--- src/sifh_hist_defines.svh ---
`ifndef SIFH_HIST_DEFINES_SVH
`define SIFH_HIST_DEFINES_SVH

////////////////////////////////////////////////////////////
// histogram geometry
////////////////////////////////////////////////////////////

// bin index width for 64 bins.
`define SIFH_BIN_W 6
`define SIFH_BIN_NUM 64

// one counter per bin.
`define SIFH_COUNT_W 16

////////////////////////////////////////////////////////////
// acquisition control
////////////////////////////////////////////////////////////

`define SIFH_HIT_CNT_W 8  // hits per acquisition.
`define SIFH_ACQ_W 20     // acquisition target and counter.

////////////////////////////////////////////////////////////
// register map
////////////////////////////////////////////////////////////

// bin n is read at base + 4*n.
`define SIFH_BIN_BASE 12'h100

`endif

--- src/sifh_hist_pkg.sv ---
`include "sifh_hist_defines.svh"

package sifh_hist_pkg;

    // bin index into the histogram memory.
    typedef logic [`SIFH_BIN_W-1:0] bin_t;

    // saturating bin count.
    typedef logic [`SIFH_COUNT_W-1:0] count_t;

    // acquisition number and target.
    typedef logic [`SIFH_ACQ_W-1:0] acq_t;

    // hits that make up one acquisition.
    typedef logic [`SIFH_HIT_CNT_W-1:0] hit_cnt_t;

    ////////////////////////////////////////////////////////////
    // register offsets, below the bin window
    ////////////////////////////////////////////////////////////
    typedef enum logic [11:0] {
        CTRL         = 12'h000,  // bit 0 clears and re-arms.
        STATUS       = 12'h004,  // bit 0 done, bit 1 busy.
        HITS_PER_ACQ = 12'h008,
        ACQ_TARGET   = 12'h00C,
        ACQ_COUNT    = 12'h010
    } reg_off_e;

endpackage

--- src/apb_hist_regs.sv ---
`timescale 1ns/1ps
`include "sifh_hist_defines.svh"

module apb_hist_regs (
    input  logic                     clk,
    input  logic                     res,
    input  logic                     psel,
    input  logic                     penable,
    input  logic                     pwrite,
    input  logic [11:0]              paddr,
    input  logic [31:0]              pwdata,
    output logic [31:0]              prdata,
    output logic                     pready,
    output logic                     pslverr,
    output sifh_hist_pkg::hit_cnt_t  hits_per_acq,
    output sifh_hist_pkg::acq_t      acq_target,
    output logic                     arm,
    output logic                     clear_start,
    input  sifh_hist_pkg::acq_t      acq_count,
    input  logic                     done,
    input  logic                     clear_busy,
    output sifh_hist_pkg::bin_t      rd_bin,
    input  sifh_hist_pkg::count_t    rd_data
);
    import sifh_hist_pkg::*;

    logic        access;
    logic        wr_en;
    logic        ctrl_go;
    logic        bin_sel;
    logic        bin_rd;
    logic        bin_wait;
    logic        reg_hit;
    logic [31:0] reg_rdata;
    logic [11:0] bin_off;

    assign access  = psel && penable;
    assign bin_sel = (paddr >= `SIFH_BIN_BASE) &&
                     (paddr < 12'(`SIFH_BIN_BASE + 4 * `SIFH_BIN_NUM));
    assign bin_off = paddr - `SIFH_BIN_BASE;
    assign rd_bin  = bin_off[`SIFH_BIN_W+1:2];  // word address.
    assign bin_rd  = bin_sel && !pwrite;

    ////////////////////////////////////////////////////////////
    // register decode
    ////////////////////////////////////////////////////////////
    always_comb begin
        reg_hit   = 1'b1;
        reg_rdata = '0;
        case (paddr)
            CTRL:         reg_rdata = '0;  // command only.
            STATUS:       reg_rdata = {30'b0, clear_busy, done};
            HITS_PER_ACQ: reg_rdata = 32'(hits_per_acq);
            ACQ_TARGET:   reg_rdata = 32'(acq_target);
            ACQ_COUNT:    reg_rdata = 32'(acq_count);
            default:      reg_hit = 1'b0;
        endcase
    end

    assign wr_en   = access && pwrite && reg_hit;
    assign ctrl_go = wr_en && (paddr == CTRL) && pwdata[0];

    // clear and re-arm go out together.
    assign arm         = ctrl_go;
    assign clear_start = ctrl_go;

    // bin reads wait one cycle for the memory.
    assign pready  = access && (!bin_rd || bin_wait);
    assign pslverr = access && !(reg_hit || bin_rd);
    assign prdata  = bin_sel ? 32'(rd_data) : reg_rdata;

    always_ff @(posedge clk or negedge res) begin
        if (!res) begin
            hits_per_acq <= hit_cnt_t'(1);
            acq_target   <= acq_t'(1);
            bin_wait     <= 1'b0;
        end else begin
            bin_wait <= access && bin_rd && !bin_wait;
            if (wr_en && (paddr == HITS_PER_ACQ)) begin
                hits_per_acq <= pwdata[`SIFH_HIT_CNT_W-1:0];
            end
            if (wr_en && (paddr == ACQ_TARGET)) begin
                acq_target <= pwdata[`SIFH_ACQ_W-1:0];
            end
        end
    end

endmodule

--- src/bin_accumulator.sv ---
`timescale 1ns/1ps
`include "sifh_hist_defines.svh"

module bin_accumulator (
    input  logic                   clk,
    input  logic                   res,
    input  logic                   acc_valid,
    input  logic                   last_hit,
    input  sifh_hist_pkg::bin_t    acc_bin,
    input  logic                   clear_start,
    output logic                   clear_busy,
    output logic                   done,
    input  sifh_hist_pkg::bin_t    rd_bin,
    output sifh_hist_pkg::count_t  rd_data
);
    import sifh_hist_pkg::*;

    count_t mem [`SIFH_BIN_NUM];

    // stage 2, old count read from memory.
    logic   s2_valid;
    logic   s2_last;
    bin_t   s2_bin;
    count_t s2_rdata;

    // write-back record of the previous cycle.
    logic   wb_valid;
    logic   wb_last;
    bin_t   wb_bin;
    count_t wb_count;

    count_t s2_old;
    count_t s2_new;
    bin_t   clr_addr;

    // a read issued while the older hit was writing sees stale data.
    assign s2_old = (wb_valid && (wb_bin == s2_bin)) ? wb_count : s2_rdata;
    assign s2_new = (s2_old == '1) ? s2_old : count_t'(s2_old + 1'b1);  // saturate.

    ////////////////////////////////////////////////////////////
    // pipeline valids
    ////////////////////////////////////////////////////////////
    always_ff @(posedge clk or negedge res) begin
        if (!res) begin
            s2_valid <= 1'b0;
            s2_last  <= 1'b0;
            wb_valid <= 1'b0;
            wb_last  <= 1'b0;
        end else if (clear_start) begin
            s2_valid <= 1'b0;
            s2_last  <= 1'b0;
            wb_valid <= 1'b0;
            wb_last  <= 1'b0;
        end else begin
            s2_valid <= acc_valid;
            s2_last  <= acc_valid && last_hit;
            wb_valid <= s2_valid;
            wb_last  <= s2_valid && s2_last;
        end
    end

    always_ff @(posedge clk) begin
        s2_bin   <= acc_bin;
        s2_rdata <= mem[acc_bin];  // old data on a same-edge write.
        wb_bin   <= s2_bin;
        wb_count <= s2_new;
    end

    ////////////////////////////////////////////////////////////
    // clear sequencer
    ////////////////////////////////////////////////////////////
    always_ff @(posedge clk or negedge res) begin
        if (!res) begin
            clear_busy <= 1'b1;  // wipe after reset.
            clr_addr   <= '0;
        end else if (clear_start) begin
            clear_busy <= 1'b1;
            clr_addr   <= '0;
        end else if (clear_busy) begin
            clr_addr <= bin_t'(clr_addr + 1'b1);
            if (clr_addr == bin_t'(`SIFH_BIN_NUM - 1)) begin
                clear_busy <= 1'b0;
            end
        end
    end

    // one write port, clear first.
    always_ff @(posedge clk) begin
        if (clear_busy) begin
            mem[clr_addr] <= '0;
        end else if (s2_valid) begin
            mem[s2_bin] <= s2_new;
        end
    end

    always_ff @(posedge clk) begin
        rd_data <= mem[rd_bin];  // readout port.
    end

    always_ff @(posedge clk or negedge res) begin
        if (!res) begin
            done <= 1'b0;
        end else if (clear_start) begin
            done <= 1'b0;
        end else if (wb_valid && wb_last) begin
            done <= 1'b1;  // final hit is in memory.
        end
    end

endmodule

--- src/sample_gate.sv ---
`timescale 1ns/1ps

module sample_gate (
    input  logic                     clk,
    input  logic                     res,
    input  logic                     hit_valid,
    input  sifh_hist_pkg::bin_t      hit_bin,
    output logic                     hit_ready,
    input  sifh_hist_pkg::hit_cnt_t  hits_per_acq,
    input  sifh_hist_pkg::acq_t      acq_target,
    input  logic                     arm,
    input  logic                     clear_busy,
    output logic                     acc_valid,
    output logic                     last_hit,
    output sifh_hist_pkg::bin_t      acc_bin,
    output sifh_hist_pkg::acq_t      acq_count
);
    import sifh_hist_pkg::*;

    hit_cnt_t hit_cnt;
    hit_cnt_t hpa_eff;
    acq_t     tgt_eff;
    logic     frozen;
    logic     accept;
    logic     acq_end;
    logic     run_end;

    // zero settings behave as one.
    assign hpa_eff = (hits_per_acq == '0) ? hit_cnt_t'(1) : hits_per_acq;
    assign tgt_eff = (acq_target == '0) ? acq_t'(1) : acq_target;

    assign hit_ready = !clear_busy && !frozen && !arm;
    assign accept    = hit_valid && hit_ready;

    assign acq_end = (hit_cnt >= hpa_eff - hit_cnt_t'(1));            // completes acquisition.
    assign run_end = acq_end && (acq_count >= tgt_eff - acq_t'(1));  // completes the run.

    ////////////////////////////////////////////////////////////
    // stage 1 control
    ////////////////////////////////////////////////////////////
    always_ff @(posedge clk or negedge res) begin
        if (!res) begin
            hit_cnt   <= '0;
            acq_count <= '0;
            frozen    <= 1'b0;
            acc_valid <= 1'b0;
            last_hit  <= 1'b0;
        end else if (arm) begin
            // new run, drop anything not yet issued.
            hit_cnt   <= '0;
            acq_count <= '0;
            frozen    <= 1'b0;
            acc_valid <= 1'b0;
            last_hit  <= 1'b0;
        end else begin
            acc_valid <= accept;
            last_hit  <= accept && run_end;
            if (accept) begin
                if (acq_end) begin
                    hit_cnt   <= '0;
                    acq_count <= acq_t'(acq_count + 1'b1);
                    frozen    <= run_end;  // hold until re-armed.
                end else begin
                    hit_cnt <= hit_cnt_t'(hit_cnt + 1'b1);
                end
            end
        end
    end

    always_ff @(posedge clk) begin
        if (accept) begin
            acc_bin <= hit_bin;
        end
    end

endmodule

--- src/sifh_hist_top.sv ---
`timescale 1ns/1ps

module sifh_hist_top (
    input  logic                 clk,
    input  logic                 res,
    input  logic                 hit_valid,
    input  sifh_hist_pkg::bin_t  hit_bin,
    output logic                 hit_ready,
    input  logic                 psel,
    input  logic                 penable,
    input  logic                 pwrite,
    input  logic [11:0]          paddr,
    input  logic [31:0]          pwdata,
    output logic [31:0]          prdata,
    output logic                 pready,
    output logic                 pslverr
);
    import sifh_hist_pkg::*;

    logic     acc_valid;
    logic     last_hit;
    bin_t     acc_bin;
    logic     clear_busy;
    logic     done;
    hit_cnt_t hits_per_acq;
    acq_t     acq_target;
    acq_t     acq_count;
    logic     arm;
    logic     clear_start;
    bin_t     rd_bin;
    count_t   rd_data;

    ////////////////////////////////////////////////////////////
    // stage 1, gating
    ////////////////////////////////////////////////////////////
    sample_gate u_gate (
        .clk          (clk),
        .res          (res),
        .hit_valid    (hit_valid),
        .hit_bin      (hit_bin),
        .hit_ready    (hit_ready),
        .hits_per_acq (hits_per_acq),
        .acq_target   (acq_target),
        .arm          (arm),
        .clear_busy   (clear_busy),
        .acc_valid    (acc_valid),
        .last_hit     (last_hit),
        .acc_bin      (acc_bin),
        .acq_count    (acq_count)
    );

    // stages 2 and 3.
    bin_accumulator u_acc (
        .clk         (clk),
        .res         (res),
        .acc_valid   (acc_valid),
        .last_hit    (last_hit),
        .acc_bin     (acc_bin),
        .clear_start (clear_start),
        .clear_busy  (clear_busy),
        .done        (done),
        .rd_bin      (rd_bin),
        .rd_data     (rd_data)
    );

    apb_hist_regs u_regs (
        .clk          (clk),
        .res          (res),
        .psel         (psel),
        .penable      (penable),
        .pwrite       (pwrite),
        .paddr        (paddr),
        .pwdata       (pwdata),
        .prdata       (prdata),
        .pready       (pready),
        .pslverr      (pslverr),
        .hits_per_acq (hits_per_acq),
        .acq_target   (acq_target),
        .arm          (arm),
        .clear_start  (clear_start),
        .acq_count    (acq_count),
        .done         (done),
        .clear_busy   (clear_busy),
        .rd_bin       (rd_bin),
        .rd_data      (rd_data)
    );

endmodule

--- config.mk ---
export PLATFORM = sky130hd
export DESIGN_NAME = sifh_hist_top
export DESIGN_NICKNAME = d
export VERILOG_FILES = /design/src/sifh_hist_pkg.sv /design/src/apb_hist_regs.sv /design/src/bin_accumulator.sv /design/src/sample_gate.sv /design/src/sifh_hist_top.sv
export VERILOG_INCLUDE_DIRS = /design/src
export SDC_FILE = /design/constraint.sdc
export NUM_CORES = 2
export LEC_CHECK = 0
export ABC_CLOCK_PERIOD_IN_PS = 7500
export BUFFER_PORTS_ARGS = -buffer_cell sky130_fd_sc_hd__buf_2
export CAP_MARGIN = 20
export CORE_MARGIN = 2
export CORE_UTILIZATION = 35
export CTS_CLUSTER_DIAMETER = 80
export DETAILED_ROUTE_END_ITERATION = 10
export HOLD_SLACK_MARGIN = 0.12
export SETUP_SLACK_MARGIN = 0.4
export SYNTH_ARGS = -nofsm -noshare
export SYNTH_HDL_FRONTEND = slang
export SYNTH_SLANG_ARGS = --single-unit
--- constraint.sdc ---
create_clock -name clk -period 7.5 [get_ports clk]
set_input_delay 0.75 -clock clk [delete_from_list [all_inputs] [get_ports clk]]
set_output_delay 0.75 -clock clk [all_outputs]
set_load 0.02 [all_outputs]
==> out/metrics.csv <==
metric,value,unit
largest net degree at the start of global routing,132,
post-placement setup slack,2.24,ns
CP max stage cell,nor2_4,
register area share after synthesis,62.6,%
Max IR drop VDD,0.000224,V
Fin Hold WS,0.227,ns
post-route ant nets,0,
Horiz. Die Dim,398,microns
GPL Wtd Cong,0.908,
Hold Fails Final Rpt,0,
relative slew slack,26.2,%
TritonCTS Sinks,1162,
pwr dens,276,nW/um^2
Gate power share,18.0,%
Area contributors post-synth,"edfxtp_1 57%, mux4_2 28%, dfrtp_1 3.2%",
Detailed Place HPWL,94000,microns
WP data arrival,5.95,ns
Tcrit/Tclk final,72.8,%
WL per Instance,32.3,microns
crit-path cells,xnor2_1 -> nand4_1 -> nor2_4 -> mux2_2 -> ha_1 -> nand3_1 -> a21oi_1 -> o22a_1 -> a31oi_1 -> mux2_4 -> a21oi_4 -> buf_4,
sequential share of power,46.5,%
LEAKAGE,0.0197,uW
All-Layer GR Usage,20.0,%
area grow syn2layout,13.4,%
Post-synth EDFFs,1030,
synthesized area per cell,20.2,sq um
final setup fails,0,
PortBufs,66,
Yosys cell types,72,
Yosys top cell by area,edfxtp_1,
Sw Pwr,4640,uW
critical path class,flip-flop to flip-flop,
Starting Density,35.2,%
Final Max Slew Viols,0,
final setup TNS,0,ns
CTS tree,done,
min cycle time layout,5.46,ns
most frequent cells in the layout,"1,030 x edfxtp_1, 672 x mux4_2, 123 x clkbuf_16, 83 x nand2_1, 69 x dfrtp_1",
max_cap viols,0,
synth warn,0,
clk_lat worst skew,0.73,ns
min-delay worst type,primary input to flip-flop,
die area,158000,sq um
top-area cell type share of the netlist area,57.1,%
asr flop ratio synth,6.20,%
DRT Wirelength,159000,microns
outcome,completed,
"commonest non-fill, non-tap cell in the layout",edfxtp_1,
vias in the first global route,30700,
crit-path max FO,33,
DRC,0,
Cell Rows,144,
Resized cells post-CTS,0,
"Remaining Overflow, GRT",0,
core outline area,154000,sq um
Final Skew,0.0242,ns
CP bufs+invs,1,
Worst EP required,7.99,ns
startpoint class of the critical path,flip-flop,
clock slew at reported path FFs,0.06,ns
Yosys reg bits,1162,
clock root buffer,clkbuf_16,
vias per std cell,6.01,
"delay-heaviest family, CP",simple AND/OR/NAND/NOR gates,
actual slew at the worst max-slew pin,1.11,ns
clk buf depth,3,
height of the die,398,microns
H-tree levels,3,
Post-Synthesis Cell Area,54200,sq um
sw frac,27.3,%
Synth Flop Type,edfxtp_1,
final core utilization,40.0,%
TritonCTS Buffers,120,
FMAX,0.183,GHz
RSZ-0062 raised after global routing,false,
post-layout worst setup margin,2.04,ns
drt first pass iters,7,
first-pass GRT wire length,225000,microns
Worst setup EP type,flip-flop,
setup bufs post-CTS,0,
"Largest stage delay, worst path",0.82,ns
vias,29600,
initial antenna violation count,10,
Syn Inst Count,2685,
DR iter-0 viols,3740,
fin nets,2861,
design area,61500,sq um
layout cell share with drive strength beyond 1,39.1,%
clock network fraction of total power,35.5,%
Area after DPL,57300,sq um
I/O pin count,91,
Int Pwr,12300,uW
-- Yosys cell counts, types with 5 or more instances --
library cell / number
buf_1: 41
clkbuf_1: 97
buf_2: 33
mux2_2: 33
or3_1: 15
nor3_1: 13
a22o_1: 7
a21o_1: 13
o21a_1: 5
dfrtp_1: 69
a21oi_1: 24
ha_1: 34
a222oi_1: 15
nor2_1: 112
nand2_1: 83
or4_1: 8
o31ai_1: 6
and3_1: 13
edfxtp_1: 1030
a31oi_1: 12
dfxtp_1: 60
and2_1: 20
nand4_1: 13
mux2i_1: 23
nand2b_1: 10
nand3_1: 44
xnor2_1: 26
buf_4: 21
mux4_2: 672
nor4_1: 6
xor2_1: 18
inv_1: 26
o21ai_0: 24
-- power groups by stage --
stage	Combinational, uW	Sequential, uW	Clock [uW]
global route	3210	7910	6350
CTS	2980	7900	6110
finish	3050	7890	6030
global placement	2870	8020	0
floorplan	1850	7970	0
detailed placement	2980	8040	0
-- metal layers --
layer | share of wire, % | global-route usage, % | vias up
met5 | 0.013 | 0 | -
met4 | 3.9 | 7.22 | 4
met3 | 8.8 | 3.95 | 306
met2 | 50 | 33.3 | 1530
met1 | 38 | 26.0 | 16000
li1 | - | - | 11700
-- state kept, by name, indices dropped and copies added (netlist names), 6 cells and up --
register and flops:
u_acc.s2_bin 6, u_regs.acq_target 20, u_gate.hit_cnt 8, u_acc.mem 1024, u_gate.acc_bin 6, u_acc.rd_data 16, u_gate.acq_count 20, u_acc.s2_rdata 16
u_acc.wb_count 16, u_acc.wb_bin 6, u_regs.hits_per_acq 8, u_acc.clr_addr 6
-- per-stage QoR --
stage / total power, uW / instances
floorplan: 9820 / 2696
global placement: 10900 / 4682
detailed placement: 11000 / 4683
CTS: 17000 / 4909
global route: 17500 / 4919
finish: 17000 / 4925
-- timing repair --
action,4_1_cts,5_1_grt
hold endpoints to repair,0,10
hold buffers,0,1
setup endpoints to repair,0,0
-- area by class of cell --
type                            instances  area (sq um)
Inverter                               26          97.6
Clock buffer                          151          3210
Multi-Input combinational cell       1316         19800
Timing Repair Buffer                  145          1170
Clock inverter                         75           733
Antenna cell                            6          15.0
Tap cell                             2044          2560
Sequential cell                      1162         33900
Fill cell                           13400         92400
-- cell families after synthesis --
family | Yosys count | synth area share [%]
adder cells (fa/ha/maj) | 34 | 0.785
AO/OA/AOI/OAI | 137 | 1.83
multiplexers | 729 | 29.1
AND/OR/NAND/NOR | 360 | 3.26
buffers and inverters | 218 | 1.73
other | 1 | 0.00692
XOR/XNOR | 44 | 0.711
flip-flops | 1162 | 62.6
-- worst reg2reg max path: cells and delay by family, from the launching register on --
kind | cells | cell delay, ns
AOI/OAI and AO/OA | 4 | 1.52
and+or+nand+nor | 3 | 1.55
DFF | 1 | 0.46
buffers and inverters | 1 | 0.48
muxes | 2 | 0.80
xor gates and xnor gates | 1 | 0.18
adders and majority gates | 1 | 0.25
-- path summary, 6_finish.rpt --
kind                                                to  cells after the start  slack, ns             from
worst max-delay path                  u_acc.mem[48][3]                     12       2.04  u_acc.s2_bin[1]
worst min-delay path                 u_gate.acc_bin[2]                      1       0.23       hit_bin[2]
worst max register to register        u_acc.mem[48][3]                     12       2.04  u_acc.s2_bin[1]
worst min register to register         u_acc.wb_bin[0]                      0       0.40  u_acc.s2_bin[0]
max in group asynchronous       u_regs.hits_per_acq[0]                      3       6.45              res
min in group asynchronous         u_gate.acq_count[16]                      2       0.42              res
Power figures use the tool's default switching activity.
